### src/rtl/core_cfg_pkg.sv
// back end sizing constants
package core_cfg_pkg;

    ////////////////////////////////////////////////////////////
    // datapath and register spaces
    ////////////////////////////////////////////////////////////
    localparam int XLEN       = 32;
    localparam int AREG_NUM   = 32;                   // rv32 integer regs
    localparam int AREG_LEN   = 5;
    localparam int PREG_NUM   = 48;
    localparam int PREG_LEN   = 6;
    localparam int FREE_NUM   = PREG_NUM - AREG_NUM;  // pregs not mapped at reset
    localparam int FREE_LEN   = 4;

    ////////////////////////////////////////////////////////////
    // queue depths and latencies
    ////////////////////////////////////////////////////////////
    localparam int ROB_SIZE   = 8;
    localparam int ROB_LEN    = 3;
    localparam int RS_SIZE    = 4;                    // per station
    localparam int MUL_STAGES = 3;                    // issue to cdb

    localparam int ZERO_REG   = 0;                    // x0, also its fixed preg

endpackage

### src/rtl/core_types_pkg.sv
// back end packet types
package core_types_pkg;

    typedef logic [core_cfg_pkg::XLEN-1:0]     word_t;
    typedef logic [core_cfg_pkg::AREG_LEN-1:0] areg_t;
    typedef logic [core_cfg_pkg::PREG_LEN-1:0] preg_t;
    typedef logic [core_cfg_pkg::ROB_LEN-1:0]  rob_idx_t;

    typedef enum logic {FU_ALU, FU_MUL} fu_kind_t;

    typedef enum logic [2:0] {
        ALU_ADD, ALU_SUB, ALU_AND, ALU_OR,
        ALU_XOR, ALU_SLL, ALU_SRL, ALU_SLT
    } alu_func_t;

    typedef enum logic [1:0] {MUL_MUL, MUL_MULH, MUL_MULHU} mul_func_t;

    // decoded instruction from the front end
    typedef struct packed {
        logic      valid;
        fu_kind_t  fu_kind;
        alu_func_t alu_func;
        mul_func_t mul_func;
        areg_t     rs1;
        areg_t     rs2;
        logic      use_imm;
        word_t     imm;       // already sign extended
        areg_t     rd;
    } dispatch_pkt_t;

    typedef struct packed {
        logic  ready;
        preg_t tag;           // producer preg while not ready
        word_t value;
    } operand_t;

    typedef struct packed {
        alu_func_t alu_func;
        operand_t  opa;
        operand_t  opb;
        preg_t     dest;
        rob_idx_t  rob;
    } alu_payload_t;

    typedef struct packed {
        mul_func_t mul_func;
        operand_t  opa;
        operand_t  opb;
        preg_t     dest;
        rob_idx_t  rob;
    } mul_payload_t;

    typedef struct packed {
        logic     valid;
        preg_t    dest;
        rob_idx_t rob;
        word_t    value;
    } cdb_pkt_t;

    typedef struct packed {
        logic  valid;
        areg_t rd;
        word_t value;
    } commit_pkt_t;

endpackage

### src/rtl/rename_map.sv
// register map table and free list
`timescale 1ns/1ns

module rename_map (
    input  logic                  clk,
    input  logic                  rst_n,
    input  logic                  req_valid,
    input  core_types_pkg::areg_t rs1,
    input  core_types_pkg::areg_t rs2,
    input  core_types_pkg::areg_t rd,
    output core_types_pkg::preg_t tag_a,
    output core_types_pkg::preg_t tag_b,
    output core_types_pkg::preg_t new_preg,
    output core_types_pkg::preg_t old_preg,
    input  logic                  release_valid,
    input  core_types_pkg::preg_t release_preg
);
    import core_cfg_pkg::*;
    import core_types_pkg::*;

    preg_t               map_q [AREG_NUM];     // arch -> phys
    preg_t               free_q [FREE_NUM];    // circular free list
    logic [FREE_LEN-1:0] fl_head;
    logic [FREE_LEN-1:0] fl_tail;
    logic [FREE_LEN:0]   fl_count;
    logic                pop;

    assign pop      = req_valid && (rd != areg_t'(ZERO_REG));  // x0 never renamed
    assign tag_a    = map_q[rs1];
    assign tag_b    = map_q[rs2];
    assign new_preg = free_q[fl_head];
    assign old_preg = map_q[rd];                // released again at commit

    always_ff @(posedge clk) begin
        if (!rst_n) begin
            // identity map, upper pregs start free
            for (int i = 0; i < AREG_NUM; i++) begin
                map_q[i] <= preg_t'(i);
            end
            for (int i = 0; i < FREE_NUM; i++) begin
                free_q[i] <= preg_t'(AREG_NUM + i);
            end
            fl_head  <= '0;
            fl_tail  <= '0;                      // full list, head == tail
            fl_count <= (FREE_LEN+1)'(FREE_NUM);
        end else begin
            if (pop) begin
                map_q[rd] <= free_q[fl_head];
                fl_head   <= fl_head + 1'b1;
            end
            if (release_valid) begin
                free_q[fl_tail] <= release_preg;
                fl_tail         <= fl_tail + 1'b1;
            end
            fl_count <= fl_count + release_valid - pop;
        end
    end

    // rob depth bounds the pregs in flight below the free list size
    a_fl_underflow: assert property (@(posedge clk) disable iff (!rst_n)
        pop |-> fl_count != '0)
        else $error("free list underflow");

endmodule

### config.mk
export PLATFORM = sky130hd
export DESIGN_NAME = rename_map
export DESIGN_NICKNAME = d
export VERILOG_FILES = /design/src/rtl/core_cfg_pkg.sv /design/src/rtl/core_types_pkg.sv /design/src/rtl/rename_map.sv
export SDC_FILE = /design/constraint.sdc
export NUM_CORES = 1
export LEC_CHECK = 0
export ABC_CLOCK_PERIOD_IN_PS = 1930
export BUFFER_PORTS_ARGS = -buffer_cell sky130_fd_sc_hd__buf_2
export CORE_UTILIZATION = 59
export CTS_BUF_LIST = sky130_fd_sc_hd__clkbuf_4
export DETAILED_ROUTE_END_ITERATION = 6
export PLACE_DENSITY = 0.79
export SLEW_MARGIN = 40
export SYNTH_ARGS = -nofsm -noshare
export SYNTH_HDL_FRONTEND = slang
export SYNTH_SLANG_ARGS = --single-unit
### constraint.sdc
create_clock -name clk -period 1.93 [get_ports clk]
set_input_delay 0.2895 -clock clk [delete_from_list [all_inputs] [get_ports clk]]
set_output_delay 0.2895 -clock clk [all_outputs]
set_load 0.05 [all_outputs]
==> flow_metrics.py <==
metrics = {
    "setup_path": {
        "slowest_stage": "mux4_2",
        "critical-path-top-delay-family": "multiplexers",
        "r2r_end": "map_q[4][2]",
        "setup.worst_path.end_class": "output port",
        "cp.depth": 7,
        "critPathArrivalTime_ns": 2.44,
        "crit_buf_inv": 4,
        "path_max_fanout": 10,
        "rr_worst_depth": 10,
        "crit_chain": "buf_12 -> buf_4 -> mux4_2 -> mux2i_1 -> mux2_4 -> inv_2 -> buf_6",
        "crit_path_start_kind": "register",
        "cp.required_ns": 1.64,
        "max_stage_delay_ns": 0.52,
        "worst-r2r-setup-slack_ns": -0.39,
        "path_class": "reg -> out",
    },
    "clock_network": {
        "htreeDepth": 3,
        "tritoncts": "built",
        "cts_buffer_depth": 3,
        "numClockSinks": 300,
        "clk_pin_slew_worst_paths_ns": 0.07,
        "cts_buffers": 75,
        "clockRootBuffer": "clkbuf_4",
        "clk-insertion-delay-late_ns": 0.74,
    },
    "sta": {
        "fin_crit_sh": 1.416,
        "fin_skew_ns": 0.07395,
        "holdWs_ns": 0.09117,
        "finalSetupViolCount": 210,
        "rsz0062_at_grt": "yes",
        "maxSlewHeadroom": 0.5906,
        "finalMaxSlewViolations": 0,
        "finalCriticalPeriod_ns": 2.734,
        "tightest_slew_ns": 0.6141,
        "hold_violations": 0,
        "timing.fmax_mhz": 365.8,
        "fin_ws_ns": -0.8038,
    },
    "cells_and_area": {
        "layout_commonest_cell": "edfxtp_1",
        "final_layout_size_suffix_gt1_frac": 0.4340,
        "area_growth_pct": 27.17,
        "fin_util": 0.7614,
        "nets": 1548,
        "final_cell_mix": "edfxtp_1 (288), buf_4 (171), nand2_1 (167)",
        "multi_input_area_um2": 7844,
        "nFillCells": 1632,
        "ff_latch_area_um2": 8892,
    },
    "pwr": {
        "p_per_area_nw_per_um2": 762.6,
        "total_power_mw": 16.09,
        "ir_drop_v": 0.0006764,
        "p_leak_nw": 7.458,
    },
    "worst_hold_path": {
        "worst_hold_path.endpoint": "free_q[7][0]",
        "hold_path_class": "in -> reg",
        "hold_depth": 2,
        "hold_start": "release_preg[0]",
    },
    "floorplan": {
        "die_w_um": 169.7,
        "die_y_um": 169.7,
        "core_area_um2": 27710,
        "fp.dieArea_um2": 28790,
        "num_io_pins": 49,
        "start_util": 0.5987,
        "rows": 61,
    },
    "global_route": {
        "grt_pass1_vias": 12810,
        "use_met1": 0.4424,
        "grt_pass1_wl_um": 76650,
        "overflow": 0,
        "grt_use_met3": 0.07976,
        "grt_use_met2": 0.6254,
        "track_usage": 0.3706,
        "grt_max_degree": 31,
        "busiest_layer": "met2",
        "grt_antenna_before_repair": 2,
    },
    "route": {
        "drt-initial-drc-count": 1719,
        "firstDrtPassIters": 6,
        "drc_errors": 0,
        "routed_via_density": 6.650,
        "routed_wl_um": 53090,
        "wl_per_cell_um": 27.14,
        "vias": 13010,
        "ant_nets": 0,
    },
    "place": {
        "place.gp.congestion": 1.079,
        "place_ws_ns": -0.3811,
        "hpwlAfterDp_um": 37110,
        "place.port_buffers": 48,
    },
    "synth": {
        "synth_seq_cells": 300,
        "synth_area_leader_cell": "edfxtp_1",
        "synth.yosys.seq_area_share": 0.5359,
        "synth.area.top_cells": "edfxtp_1 (52%), mux4_2 (17%), mux2i_1 (5.7%)",
        "async_flop_share": 0,
        "syn_inst": 1259,
        "ys.flop_type": "edfxtp_1",
        "synthesis.area_um2": 16590,
        "avgSynthCellArea_um2": 13.17,
        "synth.distinct_cells": 45,
        "yosysWarnings": 0,
        "synth_edf_count": 288,
        "yosys.area.top_type_share": 0.5214,
    },
    "status": {
        "violations": "setup timing",
        "status": "finished, violations left",
    },
    "run": {
        "drv_cap": 0,
    },
}
-- area by class of cell --
class                           count  share of cell area
Timing Repair Buffer              283              0.1359
Tap cell                          378             0.02242
Clock buffer                      105             0.03737
Sequential cell                   300              0.4216
Clock inverter                     30            0.008601
Multi-Input combinational cell    848              0.3718
Inverter                           10            0.002076
Antenna cell                        2           0.0002373
-- per-stage QoR --
stage | TNS (ns) | area, um2 | std cells
after floorplan | -0.2719 | 16950 | 1264
after global placement | -41.43 | 18840 | 1785
after detailed placement | -49.09 | 18840 | 1785
after CTS | -55.51 | 20610 | 1940
after global routing | -77.17 | 21090 | 1956
final | -61.87 | 21090 | 1956
-- worst max path at each step --
stage | end | slack [ns] | start
floorplan | new_preg[1] | -0.11 | register
global placement | map_q[26][5] | -0.33 | rd[1]
detailed placement | map_q[26][5] | -0.38 | rd[1]
CTS | new_preg[1] | -0.82 | register
global route | new_preg[2] | -0.90 | register
finish | new_preg[3] | -0.80 | register
-- kinds of logic (layout without fill, tap and decap cells) --
kind of cell / Yosys count / count (layout) / synth area share
AO/OA/AOI/OAI: 95 / 95 / 0.03990
XOR/XNOR: 5 / 5 / 0.002640
adder cells (fa/ha/maj): 5 / 5 / 0.003772
buffers and inverters: 116 / 428 / 0.03771
flip-flops: 300 / 300 / 0.5359
multiplexers: 229 / 229 / 0.2363
other: 1 / 8 / 0.0002261
AND/OR/NAND/NOR: 508 / 508 / 0.1435
-- sequential cells by signal (all words and copies together) (netlist names), named ones only --
register and flops:
free_q 96, map_q 192, fl_tail 4, fl_head 4
-- cell usage after synthesis, types with 13 or more instances --
library cell,number
buf_6,16
nand2_1,168
o22ai_1,48
edfxtp_1,288
buf_2,28
mux4_2,128
clkbuf_1,44
and3_1,49
nor2_1,139
nand3_1,43
or2_2,48
mux2i_1,95
nor4_1,13
a22oi_1,42
-- layer usage --
metal  up-vias  part of all wire
met1      6333              0.32
met4         0             0.062
met5         -                 0
li1       5421                 -
met2      1034              0.50
met3       220              0.11
-- power breakdown --
part,switching [mW],internal [mW]
clock,2.66,2.80
sequential,0.143,7.29
combinational,1.78,1.41
total,4.58,11.5
-- what timing repair did --
item / 4_1_cts / 5_1_grt
setup endpoints to repair: 215 / 219
gates cloned: 5 / 4
endpoints found under the hold margin: 4 / 0
resized for setup: 128 / 60
hold buffers: 1 / 0
buffers inserted: 14 / 12
pin swaps: 28 / 22
Power figures use the tool's default switching activity.
