### config.mk
export PLATFORM = sky130hd
export DESIGN_NAME = exec_units
export DESIGN_NICKNAME = d
export VERILOG_FILES = /design/src/rtl/core_cfg_pkg.sv /design/src/rtl/core_types_pkg.sv /design/src/rtl/exec_units.sv
export SDC_FILE = /design/constraint.sdc
export NUM_CORES = 2
export LEC_CHECK = 0
export BUFFER_PORTS_ARGS = -buffer_cell sky130_fd_sc_hd__buf_2
export CAP_MARGIN = 20
export CORE_MARGIN = 4
export CORE_UTILIZATION = 40
export DETAILED_ROUTE_END_ITERATION = 10
export SYNTH_ARGS = -nofsm -noshare
export SYNTH_HDL_FRONTEND = slang
export SYNTH_SLANG_ARGS = --single-unit
### constraint.sdc
create_clock -name clk -period 20.5 [get_ports clk]
set_input_delay 4.1 -clock clk [delete_from_list [all_inputs] [get_ports clk]]
set_output_delay 4.1 -clock clk [all_outputs]
set_load 0.02 [all_outputs]
### src/rtl/core_cfg_pkg.sv
// back end sizing constants
package core_cfg_pkg;

    ////////////////////////////////////////////////////////////
    // datapath and register spaces
    ////////////////////////////////////////////////////////////
    localparam int XLEN       = 32;
    localparam int AREG_NUM   = 32;                   // rv32 integer regs
    localparam int AREG_LEN   = 5;
    localparam int PREG_NUM   = 48;
    localparam int PREG_LEN   = 6;
    localparam int FREE_NUM   = PREG_NUM - AREG_NUM;  // pregs not mapped at reset
    localparam int FREE_LEN   = 4;

    ////////////////////////////////////////////////////////////
    // queue depths and latencies
    ////////////////////////////////////////////////////////////
    localparam int ROB_SIZE   = 8;
    localparam int ROB_LEN    = 3;
    localparam int RS_SIZE    = 4;                    // per station
    localparam int MUL_STAGES = 3;                    // issue to cdb

    localparam int ZERO_REG   = 0;                    // x0, also its fixed preg

endpackage

### src/rtl/core_types_pkg.sv
// back end packet types
package core_types_pkg;

    typedef logic [core_cfg_pkg::XLEN-1:0]     word_t;
    typedef logic [core_cfg_pkg::AREG_LEN-1:0] areg_t;
    typedef logic [core_cfg_pkg::PREG_LEN-1:0] preg_t;
    typedef logic [core_cfg_pkg::ROB_LEN-1:0]  rob_idx_t;

    typedef enum logic {FU_ALU, FU_MUL} fu_kind_t;

    typedef enum logic [2:0] {
        ALU_ADD, ALU_SUB, ALU_AND, ALU_OR,
        ALU_XOR, ALU_SLL, ALU_SRL, ALU_SLT
    } alu_func_t;

    typedef enum logic [1:0] {MUL_MUL, MUL_MULH, MUL_MULHU} mul_func_t;

    // decoded instruction from the front end
    typedef struct packed {
        logic      valid;
        fu_kind_t  fu_kind;
        alu_func_t alu_func;
        mul_func_t mul_func;
        areg_t     rs1;
        areg_t     rs2;
        logic      use_imm;
        word_t     imm;       // already sign extended
        areg_t     rd;
    } dispatch_pkt_t;

    typedef struct packed {
        logic  ready;
        preg_t tag;           // producer preg while not ready
        word_t value;
    } operand_t;

    typedef struct packed {
        alu_func_t alu_func;
        operand_t  opa;
        operand_t  opb;
        preg_t     dest;
        rob_idx_t  rob;
    } alu_payload_t;

    typedef struct packed {
        mul_func_t mul_func;
        operand_t  opa;
        operand_t  opb;
        preg_t     dest;
        rob_idx_t  rob;
    } mul_payload_t;

    typedef struct packed {
        logic     valid;
        preg_t    dest;
        rob_idx_t rob;
        word_t    value;
    } cdb_pkt_t;

    typedef struct packed {
        logic  valid;
        areg_t rd;
        word_t value;
    } commit_pkt_t;

endpackage

### src/rtl/exec_units.sv
// alu, pipelined multiplier and cdb mux
`timescale 1ns/1ns

module exec_units (
    input  logic                         clk,
    input  logic                         rst_n,
    input  logic                         alu_valid,
    input  core_types_pkg::alu_payload_t alu_in,
    input  logic                         mul_valid,
    input  core_types_pkg::mul_payload_t mul_in,
    output logic                         alu_ready,
    output core_types_pkg::cdb_pkt_t     cdb
);
    import core_cfg_pkg::*;
    import core_types_pkg::*;

    typedef struct packed {
        logic                valid;
        mul_func_t           func;
        preg_t               dest;
        rob_idx_t            rob;
        logic [2*XLEN-1:0]   prod;
    } mul_stage_t;

    word_t             alu_a;
    word_t             alu_b;
    word_t             alu_res;
    cdb_pkt_t          alu_q;
    logic [XLEN:0]     mul_a_ext;
    logic [XLEN:0]     mul_b_ext;
    logic [2*XLEN+1:0] mul_prod;
    mul_stage_t        mul_q [MUL_STAGES];
    word_t             mul_res;

    ////////////////////////////////////////////////////////////
    // alu, one cycle
    ////////////////////////////////////////////////////////////
    assign alu_a = alu_in.opa.value;
    assign alu_b = alu_in.opb.value;

    always_comb begin
        unique case (alu_in.alu_func)
            ALU_ADD: alu_res = alu_a + alu_b;
            ALU_SUB: alu_res = alu_a - alu_b;
            ALU_AND: alu_res = alu_a & alu_b;
            ALU_OR:  alu_res = alu_a | alu_b;
            ALU_XOR: alu_res = alu_a ^ alu_b;
            ALU_SLL: alu_res = alu_a << alu_b[4:0];
            ALU_SRL: alu_res = alu_a >> alu_b[4:0];
            ALU_SLT: alu_res = {{(XLEN-1){1'b0}}, $signed(alu_a) < $signed(alu_b)};
        endcase
    end

    always_ff @(posedge clk) begin
        if (!rst_n) begin
            alu_q.valid <= 1'b0;
        end else begin
            alu_q.valid <= alu_valid;
        end
        alu_q.dest  <= alu_in.dest;
        alu_q.rob   <= alu_in.rob;
        alu_q.value <= alu_res;
    end

    ////////////////////////////////////////////////////////////
    // multiplier, MUL_STAGES deep
    ////////////////////////////////////////////////////////////
    // one extra sign bit covers signed and unsigned high halves
    assign mul_a_ext = {(mul_in.mul_func == MUL_MULH) & mul_in.opa.value[XLEN-1],
                        mul_in.opa.value};
    assign mul_b_ext = {(mul_in.mul_func == MUL_MULH) & mul_in.opb.value[XLEN-1],
                        mul_in.opb.value};
    assign mul_prod  = $signed(mul_a_ext) * $signed(mul_b_ext);

    always_ff @(posedge clk) begin
        mul_q[0] <= {mul_valid, mul_in.mul_func, mul_in.dest, mul_in.rob,
                     mul_prod[2*XLEN-1:0]};
        for (int s = 1; s < MUL_STAGES; s++) begin
            mul_q[s] <= mul_q[s-1];              // later stages give retiming room
        end
        if (!rst_n) begin
            for (int s = 0; s < MUL_STAGES; s++) begin
                mul_q[s].valid <= 1'b0;
            end
        end
    end

    assign mul_res = (mul_q[MUL_STAGES-1].func == MUL_MUL) ?
                     mul_q[MUL_STAGES-1].prod[XLEN-1:0] :
                     mul_q[MUL_STAGES-1].prod[2*XLEN-1:XLEN];

    ////////////////////////////////////////////////////////////
    // cdb, multiplier first
    ////////////////////////////////////////////////////////////
    assign alu_ready = !mul_q[MUL_STAGES-2].valid;  // mul takes the bus next cycle

    always_comb begin
        cdb = alu_q;
        if (mul_q[MUL_STAGES-1].valid) begin
            cdb.valid = 1'b1;
            cdb.dest  = mul_q[MUL_STAGES-1].dest;
            cdb.rob   = mul_q[MUL_STAGES-1].rob;
            cdb.value = mul_res;
        end
    end

    // relies on the alu station honoring alu_ready a cycle earlier
    a_cdb_collision: assert property (@(posedge clk) disable iff (!rst_n)
        !(mul_q[MUL_STAGES-1].valid && alu_q.valid))
        else $error("alu and multiplier both on cdb");

endmodule

==> metrics.md <==
| Metric | Value |
|---|---|
| Clock tree root buffer cell | sky130_fd_sc_hd__clkbuf_16 |
| Maximum number of pins on one net before global-route repair | 75 |
| Most frequent CP cell | sky130_fd_sc_hd__fa_1 |
| Final hold viol count | 0 |
| Class of the most critical setup path | input pin to flip-flop |
| Post-synthesis instance total | 5813 |
| Type of the worst min-delay path | flip-flop to flip-flop |
| Yosys warnings | 0 |
| Post-place instance area | 54400 um^2 |
| Placement row count | 132 |
| Post-synth EDFFs | 0 |
| GR Layer Usage met1 | 0.307 |
| Number of iterations in the first detailed-routing pass | 5 |
| Total core area | roughly 130000 um^2 |
| Number of antenna violations at the first check in global routing | 17 |
| Relative slew slack | 0.295 |
| Sequential cell area | roughly 5400 um^2 |
| Via count | 39.2k |
| Max Transition Viols Final | 0 |
| Critical path fanouts, max | 15 |
| Filler Cells Inserted | about 13k |
| Global-route layer with the greatest usage | met2 |
| Area growth syn-to-layout | 6.11% |
| Worst-Skew Late Latency | 0.55 ns |
| CTS tree | yes |
| H-tree depth | 1 |
| Period utilization | 0.606 |
| CP required | ~21 ns |
| Number of routed nets with antenna violations | 0 |
| Slowest Stage Delay on Critical Path | ~0.72 ns |
| Synthesized area | about 52000 um^2 |
| Number of maximum-capacitance constraint violations | 0 |
| Remaining design rule violation count | 0 |
| Gpl congestion | slightly above 0.9 |
| Tmin final | about 12 ns |
| Overall fraction of global-route tracks in use | 0.220 |
| Post-cts resize count | 0 |
| Worst path arrival time | roughly 13 ns |
| Initial DRC Count | 2864 |
| Average cell area after synthesis | around 9 um^2 |
| Proportion of layout cells with a drive suffix above 1 | 0.0658 |
| Die boundary width | 369 um |
| Total Die Area | 136000 um^2 |
| Detailed-route wire length per cell | just under 20 um |
| Worst-case clock buffer depth | 3 |
| Via density per instance | 5.21 |
| Final setup violating endpoints | 0 |
| Port Buf Inserts | ~200 |
| Global-route track usage on met2 | 0.364 |
| Post-route cell area | roughly 55000 um^2 |
| Number of clock sinks | 270 |
| Endpoint type of the worst setup path | flip-flop |
| Total clock buffers created by CTS | 26 |
| Aggregate negative setup slack | 0 ns |
| Fin nets | between 7k and 8k |
| Vias in the first global route | roughly 42k |
| Starting utilization of the core area | 0.403 |
| Routing usage on met3 | 0.0290 |
| Sum of overflow across all layers after global routing | 0 |
| Max frequency | ~81 MHz |
| Share of async-settable or async-resettable flops after synthesis | 0 |
| Die height | about 370 um |
| Least-Margin Pin Slew | between 1 and 1.5 ns |
| Total I/O pin count | 226 |
| Number of buffers added to fix hold violations after cts | 0 |
| Final HPWL DP | around 120000 um |
| # Post-CTS Setup Buffers | 0 |
| Count of state elements after synthesis | 270 |
| Sort of element at the start of the critical path | input pin |
| Result of the run | completed |
| Worst path slowest cell | sky130_fd_sc_hd__and2_1 |
| Number of distinct library cells after synthesis | 84 |
| Unrepaired setup endpoints after global routing | false |
| Global-route wire length before repair | 239000 um |
| Post-route clock skew | 0.0163 ns |
| Synth Net Count | about 7.4k |
| Post-Route WL | about 150000 um |
| Clock-pin slew of the registers on the worst-case setup and hold paths | roughly 0.070 ns |
| Predominant post-synthesis flop cell | sky130_fd_sc_hd__dfxtp_1 |
| Area of the multi-input gates | 40600 um^2 |
| Sequential element share of the synthesized area | 0.104 |
Yosys cell counts, types with 11 or more instances:
cell type	n	area, um^2
sky130_fd_sc_hd__ha_1	309	3870
sky130_fd_sc_hd__a221oi_1	28	245
sky130_fd_sc_hd__a31oi_1	18	113
sky130_fd_sc_hd__nand3_1	43	215
sky130_fd_sc_hd__xnor2_1	72	631
sky130_fd_sc_hd__a21o_1	57	428
sky130_fd_sc_hd__nand2b_1	19	119
sky130_fd_sc_hd__nor2_1	231	867
sky130_fd_sc_hd__clkbuf_1	281	1050
sky130_fd_sc_hd__o22ai_1	49	307
sky130_fd_sc_hd__dfxtp_1	270	5410
sky130_fd_sc_hd__or2_2	18	113
sky130_fd_sc_hd__o21ai_0	116	581
sky130_fd_sc_hd__o21bai_1	16	120
sky130_fd_sc_hd__nand4_1	17	106
sky130_fd_sc_hd__xor2_1	16	140
sky130_fd_sc_hd__a211oi_1	19	143
sky130_fd_sc_hd__mux2_2	16	180
sky130_fd_sc_hd__nor2b_1	14	87.6
sky130_fd_sc_hd__nand2_1	842	3160
sky130_fd_sc_hd__fa_1	1127	22600
sky130_fd_sc_hd__a22oi_1	16	120
sky130_fd_sc_hd__and3_1	23	144
sky130_fd_sc_hd__o221ai_1	11	96.3
sky130_fd_sc_hd__buf_1	16	60.1
sky130_fd_sc_hd__nor3_1	41	205
sky130_fd_sc_hd__a21boi_0	11	82.6
sky130_fd_sc_hd__mux2i_1	68	681
sky130_fd_sc_hd__inv_1	1311	4920
sky130_fd_sc_hd__a21oi_1	228	1140
sky130_fd_sc_hd__mux4_2	46	1040
sky130_fd_sc_hd__o21a_1	13	97.6
sky130_fd_sc_hd__buf_2	18	90.1
sky130_fd_sc_hd__and2_1	305	1910
layout by cell type (no fill, tap or decap), types with 12 or more instances in the layout:
master and count:
sky130_fd_sc_hd__o22ai_1 49, sky130_fd_sc_hd__xnor2_1 72, sky130_fd_sc_hd__a21o_1 57, sky130_fd_sc_hd__nand4_1 17, sky130_fd_sc_hd__mux2i_1 68, sky130_fd_sc_hd__dfxtp_1 269, sky130_fd_sc_hd__nand2b_1 19, sky130_fd_sc_hd__nand3_1 43
sky130_fd_sc_hd__o21a_1 13, sky130_fd_sc_hd__and3_1 23, sky130_fd_sc_hd__a22oi_1 16, sky130_fd_sc_hd__diode_2 12, sky130_fd_sc_hd__xor2_1 16, sky130_fd_sc_hd__mux4_2 46, sky130_fd_sc_hd__a221oi_1 28, sky130_fd_sc_hd__fa_1 1127
sky130_fd_sc_hd__nor3_1 40, sky130_fd_sc_hd__mux2_2 16, sky130_fd_sc_hd__and2_1 305, sky130_fd_sc_hd__buf_2 196, sky130_fd_sc_hd__a21oi_1 228, sky130_fd_sc_hd__nor2_1 229, sky130_fd_sc_hd__clkbuf_16 27, sky130_fd_sc_hd__nor2b_1 13
sky130_fd_sc_hd__inv_1 1311, sky130_fd_sc_hd__a211oi_1 19, sky130_fd_sc_hd__buf_4 36, sky130_fd_sc_hd__a31oi_1 18, sky130_fd_sc_hd__or2_2 18, sky130_fd_sc_hd__ha_1 309, sky130_fd_sc_hd__o21ai_0 116, sky130_fd_sc_hd__nand2_1 842
sky130_fd_sc_hd__o21bai_1 16
routing by layer:
layer / routed length, um / vias up
met1: 65700 / 20254
met5: 56 / -
li1: - / 17457
met2: 69300 / 1247
met3: 8590 / 227
met4: 4380 / 8
flip-flops by register name, indices dropped and copies added (netlist names):
| signal | count |
|---|---|
| alu_q | 42 |
| mul_q | 228 |
critical path, delay by kind of cell:
| family | cells | cell delay, ns |
|---|---|---|
| adder cells (fa/ha/maj) | 9 | 4.19 |
| AO/OA/AOI/OAI | 7 | 1.77 |
| AND/OR/NAND/NOR | 4 | 1.52 |
| buffers and inverters | 8 | 1.16 |
| XOR/XNOR | 1 | 0.14 |
kinds of logic after synthesis:
group / Yosys count / synth area share
adders and majority gates: 1436 / 0.506
AOI/OAI and AO/OA: 682 / 0.0850
muxes: 130 / 0.0364
xor gates and xnor gates: 88 / 0.0148
and+or+nand+nor: 1576 / 0.136
buffers and inverters: 1631 / 0.118
DFF: 270 / 0.104
final cells by class:
cell class	instances	area share
diodes	12	0.000542
repair buffers	233	0.0230
multi-input cells	3912	0.734
well taps	1742	0.0394
clock inverters	9	0.00301
inverters	1312	0.0889
clock buffers	38	0.0136
flip-flops and latches	270	0.0976
through the flow:
stage | cells | util | worst slack, ns | hold WS (ns)
after floorplan | 5813 | - | 8.51 | 0.310
after global placement | 7468 | 0.420 | 7.56 | 0.310
after detailed placement | 7468 | 0.420 | 7.53 | 0.312
after CTS | 7515 | 0.427 | 8.09 | 0.324
after global routing | 7521 | 0.427 | 7.65 | 0.327
final | 7528 | 0.428 | 8.08 | 0.319
final timing paths:
check,start,to,slack [ns],depth (start not counted)
max,mul_in[87],mul_q[0][63]$_DFF_P_,8.08,29
min,mul_q[0][122]$_DFF_P_,mul_q[0][198]$_DFF_P_,0.32,0
max reg2reg,mul_q[0][119]$_DFF_P_,mul_q[0][195]$_DFF_P_,19.94,0
min reg2reg,mul_q[0][122]$_DFF_P_,mul_q[0][198]$_DFF_P_,0.32,0
Power is left out: the tool's default activity adds up to more than one toggle a clock period on the data nets, which glitch-free logic cannot reach.
