<file path="config.mk">
export PLATFORM = sky130hd
export DESIGN_NAME = rsv_station
export DESIGN_NICKNAME = d
export VERILOG_FILES = /design/src/rtl/core_cfg_pkg.sv /design/src/rtl/core_types_pkg.sv /design/src/rtl/rsv_station.sv
export SDC_FILE = /design/constraint.sdc
export NUM_CORES = 1
export LEC_CHECK = 0
export ABC_AREA = 1
export BUFFER_PORTS_ARGS = -buffer_cell sky130_fd_sc_hd__buf_2
export CORE_UTILIZATION = 40
export DETAILED_ROUTE_END_ITERATION = 8
export PLACE_DENSITY_LB_ADDON = 0.05
export SLEW_MARGIN = 30
export SYNTH_ARGS = -nofsm -noshare
export SYNTH_HDL_FRONTEND = slang
export SYNTH_SLANG_ARGS = --single-unit
</file>
<file path="constraint.sdc">
create_clock -name clk -period 5.13 [get_ports clk]
set_input_delay 0.7695 -clock clk [delete_from_list [all_inputs] [get_ports clk]]
set_output_delay 0.7695 -clock clk [all_outputs]
set_load 0.1 [all_outputs]
</file>
<file path="src/rtl/core_cfg_pkg.sv">
// back end sizing constants
package core_cfg_pkg;

    ////////////////////////////////////////////////////////////
    // datapath and register spaces
    ////////////////////////////////////////////////////////////
    localparam int XLEN       = 32;
    localparam int AREG_NUM   = 32;                   // rv32 integer regs
    localparam int AREG_LEN   = 5;
    localparam int PREG_NUM   = 48;
    localparam int PREG_LEN   = 6;
    localparam int FREE_NUM   = PREG_NUM - AREG_NUM;  // pregs not mapped at reset
    localparam int FREE_LEN   = 4;

    ////////////////////////////////////////////////////////////
    // queue depths and latencies
    ////////////////////////////////////////////////////////////
    localparam int ROB_SIZE   = 8;
    localparam int ROB_LEN    = 3;
    localparam int RS_SIZE    = 4;                    // per station
    localparam int MUL_STAGES = 3;                    // issue to cdb

    localparam int ZERO_REG   = 0;                    // x0, also its fixed preg

endpackage

</file>
<file path="src/rtl/core_types_pkg.sv">
// back end packet types
package core_types_pkg;

    typedef logic [core_cfg_pkg::XLEN-1:0]     word_t;
    typedef logic [core_cfg_pkg::AREG_LEN-1:0] areg_t;
    typedef logic [core_cfg_pkg::PREG_LEN-1:0] preg_t;
    typedef logic [core_cfg_pkg::ROB_LEN-1:0]  rob_idx_t;

    typedef enum logic {FU_ALU, FU_MUL} fu_kind_t;

    typedef enum logic [2:0] {
        ALU_ADD, ALU_SUB, ALU_AND, ALU_OR,
        ALU_XOR, ALU_SLL, ALU_SRL, ALU_SLT
    } alu_func_t;

    typedef enum logic [1:0] {MUL_MUL, MUL_MULH, MUL_MULHU} mul_func_t;

    // decoded instruction from the front end
    typedef struct packed {
        logic      valid;
        fu_kind_t  fu_kind;
        alu_func_t alu_func;
        mul_func_t mul_func;
        areg_t     rs1;
        areg_t     rs2;
        logic      use_imm;
        word_t     imm;       // already sign extended
        areg_t     rd;
    } dispatch_pkt_t;

    typedef struct packed {
        logic  ready;
        preg_t tag;           // producer preg while not ready
        word_t value;
    } operand_t;

    typedef struct packed {
        alu_func_t alu_func;
        operand_t  opa;
        operand_t  opb;
        preg_t     dest;
        rob_idx_t  rob;
    } alu_payload_t;

    typedef struct packed {
        mul_func_t mul_func;
        operand_t  opa;
        operand_t  opb;
        preg_t     dest;
        rob_idx_t  rob;
    } mul_payload_t;

    typedef struct packed {
        logic     valid;
        preg_t    dest;
        rob_idx_t rob;
        word_t    value;
    } cdb_pkt_t;

    typedef struct packed {
        logic  valid;
        areg_t rd;
        word_t value;
    } commit_pkt_t;

endpackage

</file>
<file path="src/rtl/rsv_station.sv">
// reservation station with cdb wakeup
`timescale 1ns/1ns

module rsv_station #(
    parameter type payload_t = core_types_pkg::alu_payload_t
) (
    input  logic                     clk,
    input  logic                     rst_n,
    input  logic                     in_valid,
    input  payload_t                 in_payload,
    input  core_types_pkg::cdb_pkt_t cdb,
    input  logic                     fu_ready,
    output logic                     full,
    output logic                     issue_valid,
    output payload_t                 issue_payload
);
    import core_cfg_pkg::*;
    import core_types_pkg::*;

    payload_t                   entry_q [RS_SIZE];
    logic [RS_SIZE-1:0]         busy_q;
    logic [$clog2(RS_SIZE)-1:0] free_idx;
    logic [$clog2(RS_SIZE)-1:0] pick_idx;
    logic                       pick_found;

    // capture a matching broadcast
    function automatic operand_t wake(operand_t op, cdb_pkt_t c);
        operand_t res;
        res = op;
        if (c.valid && !op.ready && op.tag == c.dest) begin
            res.ready = 1'b1;
            res.value = c.value;
        end
        return res;
    endfunction

    // lowest free slot, lowest ready slot
    always_comb begin
        free_idx   = '0;
        pick_idx   = '0;
        pick_found = 1'b0;
        for (int i = RS_SIZE - 1; i >= 0; i--) begin
            if (!busy_q[i]) free_idx = i[$clog2(RS_SIZE)-1:0];
            if (busy_q[i] && entry_q[i].opa.ready && entry_q[i].opb.ready) begin
                pick_idx   = i[$clog2(RS_SIZE)-1:0];
                pick_found = 1'b1;
            end
        end
    end

    assign full          = &busy_q;
    assign issue_valid   = pick_found && fu_ready;
    assign issue_payload = entry_q[pick_idx];

    always_ff @(posedge clk) begin
        if (!rst_n) begin
            busy_q <= '0;
        end else begin
            if (issue_valid) busy_q[pick_idx] <= 1'b0;
            if (in_valid) busy_q[free_idx] <= 1'b1;   // never the issuing slot
        end
    end

    // payload storage, wakeup on every held operand
    always_ff @(posedge clk) begin
        for (int i = 0; i < RS_SIZE; i++) begin
            entry_q[i].opa <= wake(entry_q[i].opa, cdb);
            entry_q[i].opb <= wake(entry_q[i].opb, cdb);
        end
        if (in_valid) entry_q[free_idx] <= in_payload;  // regfile already forwarded
    end

    // top level stall must hold dispatch off a full station
    a_no_write_full: assert property (@(posedge clk) disable iff (!rst_n)
        in_valid |-> !full)
        else $error("write to full station");

endmodule

</file>
==> impl_metrics.ini, run 1 <==
[placement]
dpl.hpwl_um = 29360
routabilityCongestion = 0.8170
port_buffers = 224
dpl_cell_area_um2 = 18560
dpl.cell_count = 2363

[setup_path]
path_cells = clkinv_1 > nor2_2 > nand2_1 > a21boi_4 > buf_4 > nand3_1 > nand3b_1 > buf_2
rr_worst_depth = 5
worstReg2RegStart = busy_q[2]
cp_slowest_cell = a21boi_4
required_ns = 4.36
worstPathMaxFanout = 34
crit_arrival_ns = 3.55
critPathKind = flop to output pin
end_kind = output pin
rr_endpoint = entry_q[3][50]
start_kind = flop
max_stage_delay_ns = 0.66
reg2reg_setup_slack_ns = 2.35

[global_routing]
grt_pass1_vias = 12340
grt_pass1_wl_um = 72870
gr-total-overflow = 0
grtUsageTotal_pct = 22.57
grt_antenna_before_repair = 5
grt_max_degree = 102

[power]
peakVddDrop_uv = 243.6
p_leak_nw = 8.111
p_per_area_nw_per_um2 = 384.0

[floorplanning]
core_um2 = 41200
fp.dieH_um = 207.4
die-area_um2 = 43000
die_x_um = 207.4
rows = 74
initial_core_util_pct = 40.94
io_pins = 228

[clock_network]
holdBufCountCts = 0
postCtsSetupBuffers = 0
cts_buffer_depth = 3
htreeDepth = 2
root_buffer = clkbuf_16
cts_tree = built
post_cts_resized = 0
cts_buffers = 42
clk_pin_slew_ns = 0.06
cts_sinks = 364
clk_latency_ns = 0.56

[min_path]
hold_path_class = input port to flop
hold_path_end = entry_q[3][80]
hp-start = in_payload[80]
min_path_cells = 1

[sta]
worst_slew_pin_slew_ns = 0.8435
finalCriticalPeriod_ns = 4.323
setup_viol = 0
maxSlewViolCount = 0
hold_violations = 0
whs_ns = 0.4257
skew_ns = 0.01543
rsz0062_at_grt = no
slew_headroom_pct = 43.76
fmax_ghz = 0.2313
finalCritPeriodShare_pct = 84.27
tns_ns = 0

[run_status]
status = finished, final reports clean

[yosys]
yosysTopAreaCellShare_pct = 62.66
ys_seq_area_share_pct = 64.08
yosys-top-cells-area = edfxtp_1, o21ai_0, nand2_1
yosysUniqueCellTypes = 28
syn_avg_cell_area_um2 = 10.07
synth-edff-count = 352
synthesis.nets = 1811
synth_ff_type = edfxtp_1
async_flop_share_pct = 0
syn_area_um2 = 16870
yosys_register_bits = 364
synthTopCellsByCount = nand2_1, o21ai_0, edfxtp_1, inv_1, nand3_1
yosysMostFrequentCell = nand2_1
synth_cells = 1675
ys_warn_count = 0
synth_top_cell_by_area = edfxtp_1

[cells_and_area]
synthToLayoutAreaGrowth_pct = 17.64
fin_area_um2 = 19850
finish.utilization_pct = 48.17
nets = 2011
fin_cells = 2437
layout-drive-gt1-share_pct = 17.24

[route]
wl_per_cell_um = 20.06
antenna_left = 0
route.vias.total = 12720
wirelength_um = 48900
vias_per_cell = 5.220
dr.pass1.iters = 6
drtIter0Drc = 767
drc = 0

[flow_run]
max_cap_viol_count = 0
power breakdown:
part | switching (mW) | internal [mW]
Clock | 1.17 | 1.63
Sequential | 0.0515 | 3.44
Combinational | 1.10 | 0.236
critical path, delay by kind of cell, from the launching register on:
family,cells,cell delay [ns]
simple gates,4,0.81
compound gates,1,0.66
flops,1,0.33
buf+inv,3,1.17
cell families after synthesis:
kind of cell | Yosys count | synth area share [%]
buf+inv | 288 | 6.727
flops | 364 | 64.08
compound gates | 374 | 11.25
simple gates | 633 | 17.11
xor+xnor | 16 | 0.8306
per-layer routing:
| layer | track usage (%) | vias up | wire length, µm |
|---|---|---|---|
| li1 | - | 6171 | - |
| met1 | 30.30 | 6090 | 21660 |
| met2 | 37.54 | 377 | 23190 |
| met3 | 3.616 | 75 | 2895 |
| met4 | 6.948 | 8 | 1099 |
| met5 | 0 | - | 45 |
final cells by class:
cell class	instances	area (µm²)
timing repair buffer	250	1340
clock inverter	22	122.6
inverter	194	728.2
clock buffer	50	1145
tap	532	665.6
fill	3871	21360
antenna	2	5.005
multi-input combinational	1023	5029
sequential	364	10810
how the worst max path moves through the flow:
stage,from,endpoint,depth (start not counted)
floorplan,cdb[38],entry_q[1][10],7
global placement,entry_q[3][86],issue_payload[50],8
detailed placement,entry_q[3][86],issue_payload[77],8
CTS,entry_q[3][86],issue_payload[77],8
global route,entry_q[3][86],issue_payload[50],8
finish,entry_q[3][86],issue_payload[77],8
state kept, by name, summed over array words and instances (netlist names):
signal,count
entry_q,360
busy_q,4
metrics by stage:
stage	power [mW]	setup WS [ns]
3_3_place_gp	4.879	1.429
4_1_cts	7.695	0.7893
2_1_floorplan	4.546	0.8928
5_1_grt	7.892	0.6337
6_report	7.621	0.8072
3_5_place_dp	4.891	1.411
layout by cell type (no fill, tap or decap), drive strengths merged:
master	netlist	layout
o22ai	3	3
nor3	11	11
o211ai	1	1
o21ai	361	361
xnor2	4	4
xor2	12	12
edfxtp	352	352
dfxtp	12	12
o21bai	1	1
nand3	113	113
a21oi	7	7
diode	0	2
clkinv	3	24
clkbuf	59	50
a21boi	1	1
nand2	397	397
nor2	19	19
nand4	5	5
buf	35	250
nand3b	88	88
bufinv	0	1
inv	191	191
No activity file was read; power rests on OpenSTA's default activity.
==> run 2, diff against run 1 <==
- clock period: 5.13 -> 3.7 ns (I/O delays scaled with it)
==> run 2 against run 1 <==
Compared with the run above: combinational power is 41% higher; flip-flop and latch count stayed put; worst setup slack worse by 0.64 ns; final cell count is 0.33% higher; critical path type unchanged; first-iteration DRC count is 5.9% higher; sequential share of layout area is 0.79 points lower; clock power is 46% higher.
==> impl_metrics.ini, run 2 (same netlist as run 1, synthesis figures left out) <==
[min_path]
hold_path_class = input port to flop
hp-start = in_payload[87]

[sta]
fmax_ghz = 0.2833
setup_viol = 0
worst_slew_pin_slew_ns = 0.7053
skew_ns = 0.02552
finalCriticalPeriod_ns = 3.530
whs_ns = 0.2033
maxSlewViolCount = 0
finalCritPeriodShare_pct = 95.39
slew_headroom_pct = 52.98
hold_violations = 0

[route]
antenna_left = 0
drtIter0Drc = 812
highest_layer = met5
m1WireLength_um = 21950
wl_per_cell_um = 20.49
route.vias.total = 12820
wirelength_um = 50110
wl_met2_um = 24080
vias_per_cell = 5.243
met3_length_um = 3211
drc = 0
dr.pass1.iters = 5

[setup_path]
required_ns = 3.14
cp_slowest_cell = buf_2
critPathMostFrequentCell = nand2_1
worstReg2RegStart = busy_q[2]
start_kind = flop
max_stage_delay_ns = 0.46
path_cells = nand3_2 > nand2_1 > a21boi_4 > a21oi_4 > buf_16 > nand2_1 > nand3b_1 > buf_2
crit_arrival_ns = 2.97
end_kind = output pin
critPathKind = flop to output pin
worstPathMaxFanout = 89
startpoint = busy_q[2]
reg2reg_setup_slack_ns = 1.02

[cells_and_area]
largest_register_ffs = 360
top_regs = entry_q: 360 flops, busy_q: 4 flops
final_common_cell = nand2_1
layout-drive-gt1-share_pct = 17.47
nets = 2019
fin_cells = 2445
layout_common_cells = nand2_1, o21ai_0, edfxtp_1
regMostFlops = entry_q
synthToLayoutAreaGrowth_pct = 19.36

[global_routing]
grt_pass1_vias = 12560
grt_antenna_before_repair = 4
grtUsageTotal_pct = 23.25
gr-total-overflow = 0
grt_pass1_wl_um = 75070
grt_max_degree = 90

[power]
peakVddDrop_uv = 232.6
total_power_mw = 10.81
p_leak_nw = 8.207
p_per_area_nw_per_um2 = 537.0

[floorplanning]
die_x_um = 207.4
io_pins = 228
rows = 74
initial_core_util_pct = 40.94
core_um2 = 41200
die-area_um2 = 43000
fp.dieH_um = 207.4

[flow_run]
max_cap_viol_count = 0

[clock_network]
htreeDepth = 2
cts_tree = built
cts_buffers = 42
clk_latency_ns = 0.57
postCtsSetupBuffers = 0
root_buffer = clkbuf_16
clk_pin_slew_ns = 0.06
cts_buffer_depth = 3
cts_sinks = 364

[placement]
dpl.hpwl_um = 30450
routabilityCongestion = 0.7963
port_buffers = 224
dpl.cell_count = 2370

[run_status]
status = finished, final reports clean
run 2: changes by cell type in the layout (fill, tap and decap cells not counted), sizes merged:
cell | previous run | this run
clkbuf | 50 | 58
clkinv | 24 | 14
nand3 | 113 | 114
diode | 2 | 1
bufinv | 1 | 4
buf | 250 | 256
inv | 191 | 192
run 2: metal layers:
layer / global-route usage [%] / vias to the layer above
li1: - / 6190
met1: 31.49 / 6133
met2: 39.02 / 416
met3: 4.145 / 74
met4: 4.915 / 6
met5: 0 / -
run 2: path summary, 6_finish.rpt:
check | depth (start not counted) | end
max | 8 | issue_payload[38]
min | 1 | entry_q[1][87]
max reg2reg | 5 | entry_q[3][61]
min reg2reg | 2 | busy_q[0]
run 2: metrics by stage:
| step | TNS [ns] | setup WS, ns | area [µm²] | util [%] |
|---|---|---|---|---|
| 6_report | 0 | 0.1704 | 20140 | 48.87 |
| 4_1_cts | 0 | 0.008907 | 20100 | 48.77 |
| 3_5_place_dp | 0 | 0.6209 | 18760 | 45.54 |
| 3_3_place_gp | 0 | 0.6036 | 18760 | 45.54 |
| 2_1_floorplan | 0 | 0.5387 | 16870 | - |
| 5_1_grt | -0.0002833 | -0.0002833 | 20130 | 48.86 |
run 2: where the power goes:
group          leakage (nW)  switching (mW)  internal (mW)
clock network         0.649            1.66           2.44
registers              3.34          0.0704           4.76
logic                  4.22            1.53          0.343
run 2: critical path: cells and delay by family, from the launching register on:
kind            cells  cell delay [ns]
compound gates      2             0.28
buf+inv             2             0.86
flops               1             0.42
simple gates        4             0.79
run 2: area by class of cell:
| class | count | area (µm²) |
|---|---|---|
| Sequential cell | 364 | 10810 |
| Clock buffer | 57 | 1149 |
| Multi-Input combinational cell | 1024 | 5052 |
| Tap cell | 532 | 665.6 |
| Antenna cell | 1 | 2.502 |
| Fill cell | 3913 | 21070 |
| Timing Repair Buffer | 257 | 1548 |
| Clock inverter | 16 | 180.2 |
| Inverter | 194 | 728.2 |
run 2: timing repair:
| action | 4_1_cts | 5_1_grt |
|---|---|---|
| gates resized for setup | 1 | 5 |
| pin swaps | 1 | 0 |
| hold buffers | 0 | 0 |
| endpoints found under the setup margin | 1 | 75 |
| cloned | 0 | 1 |
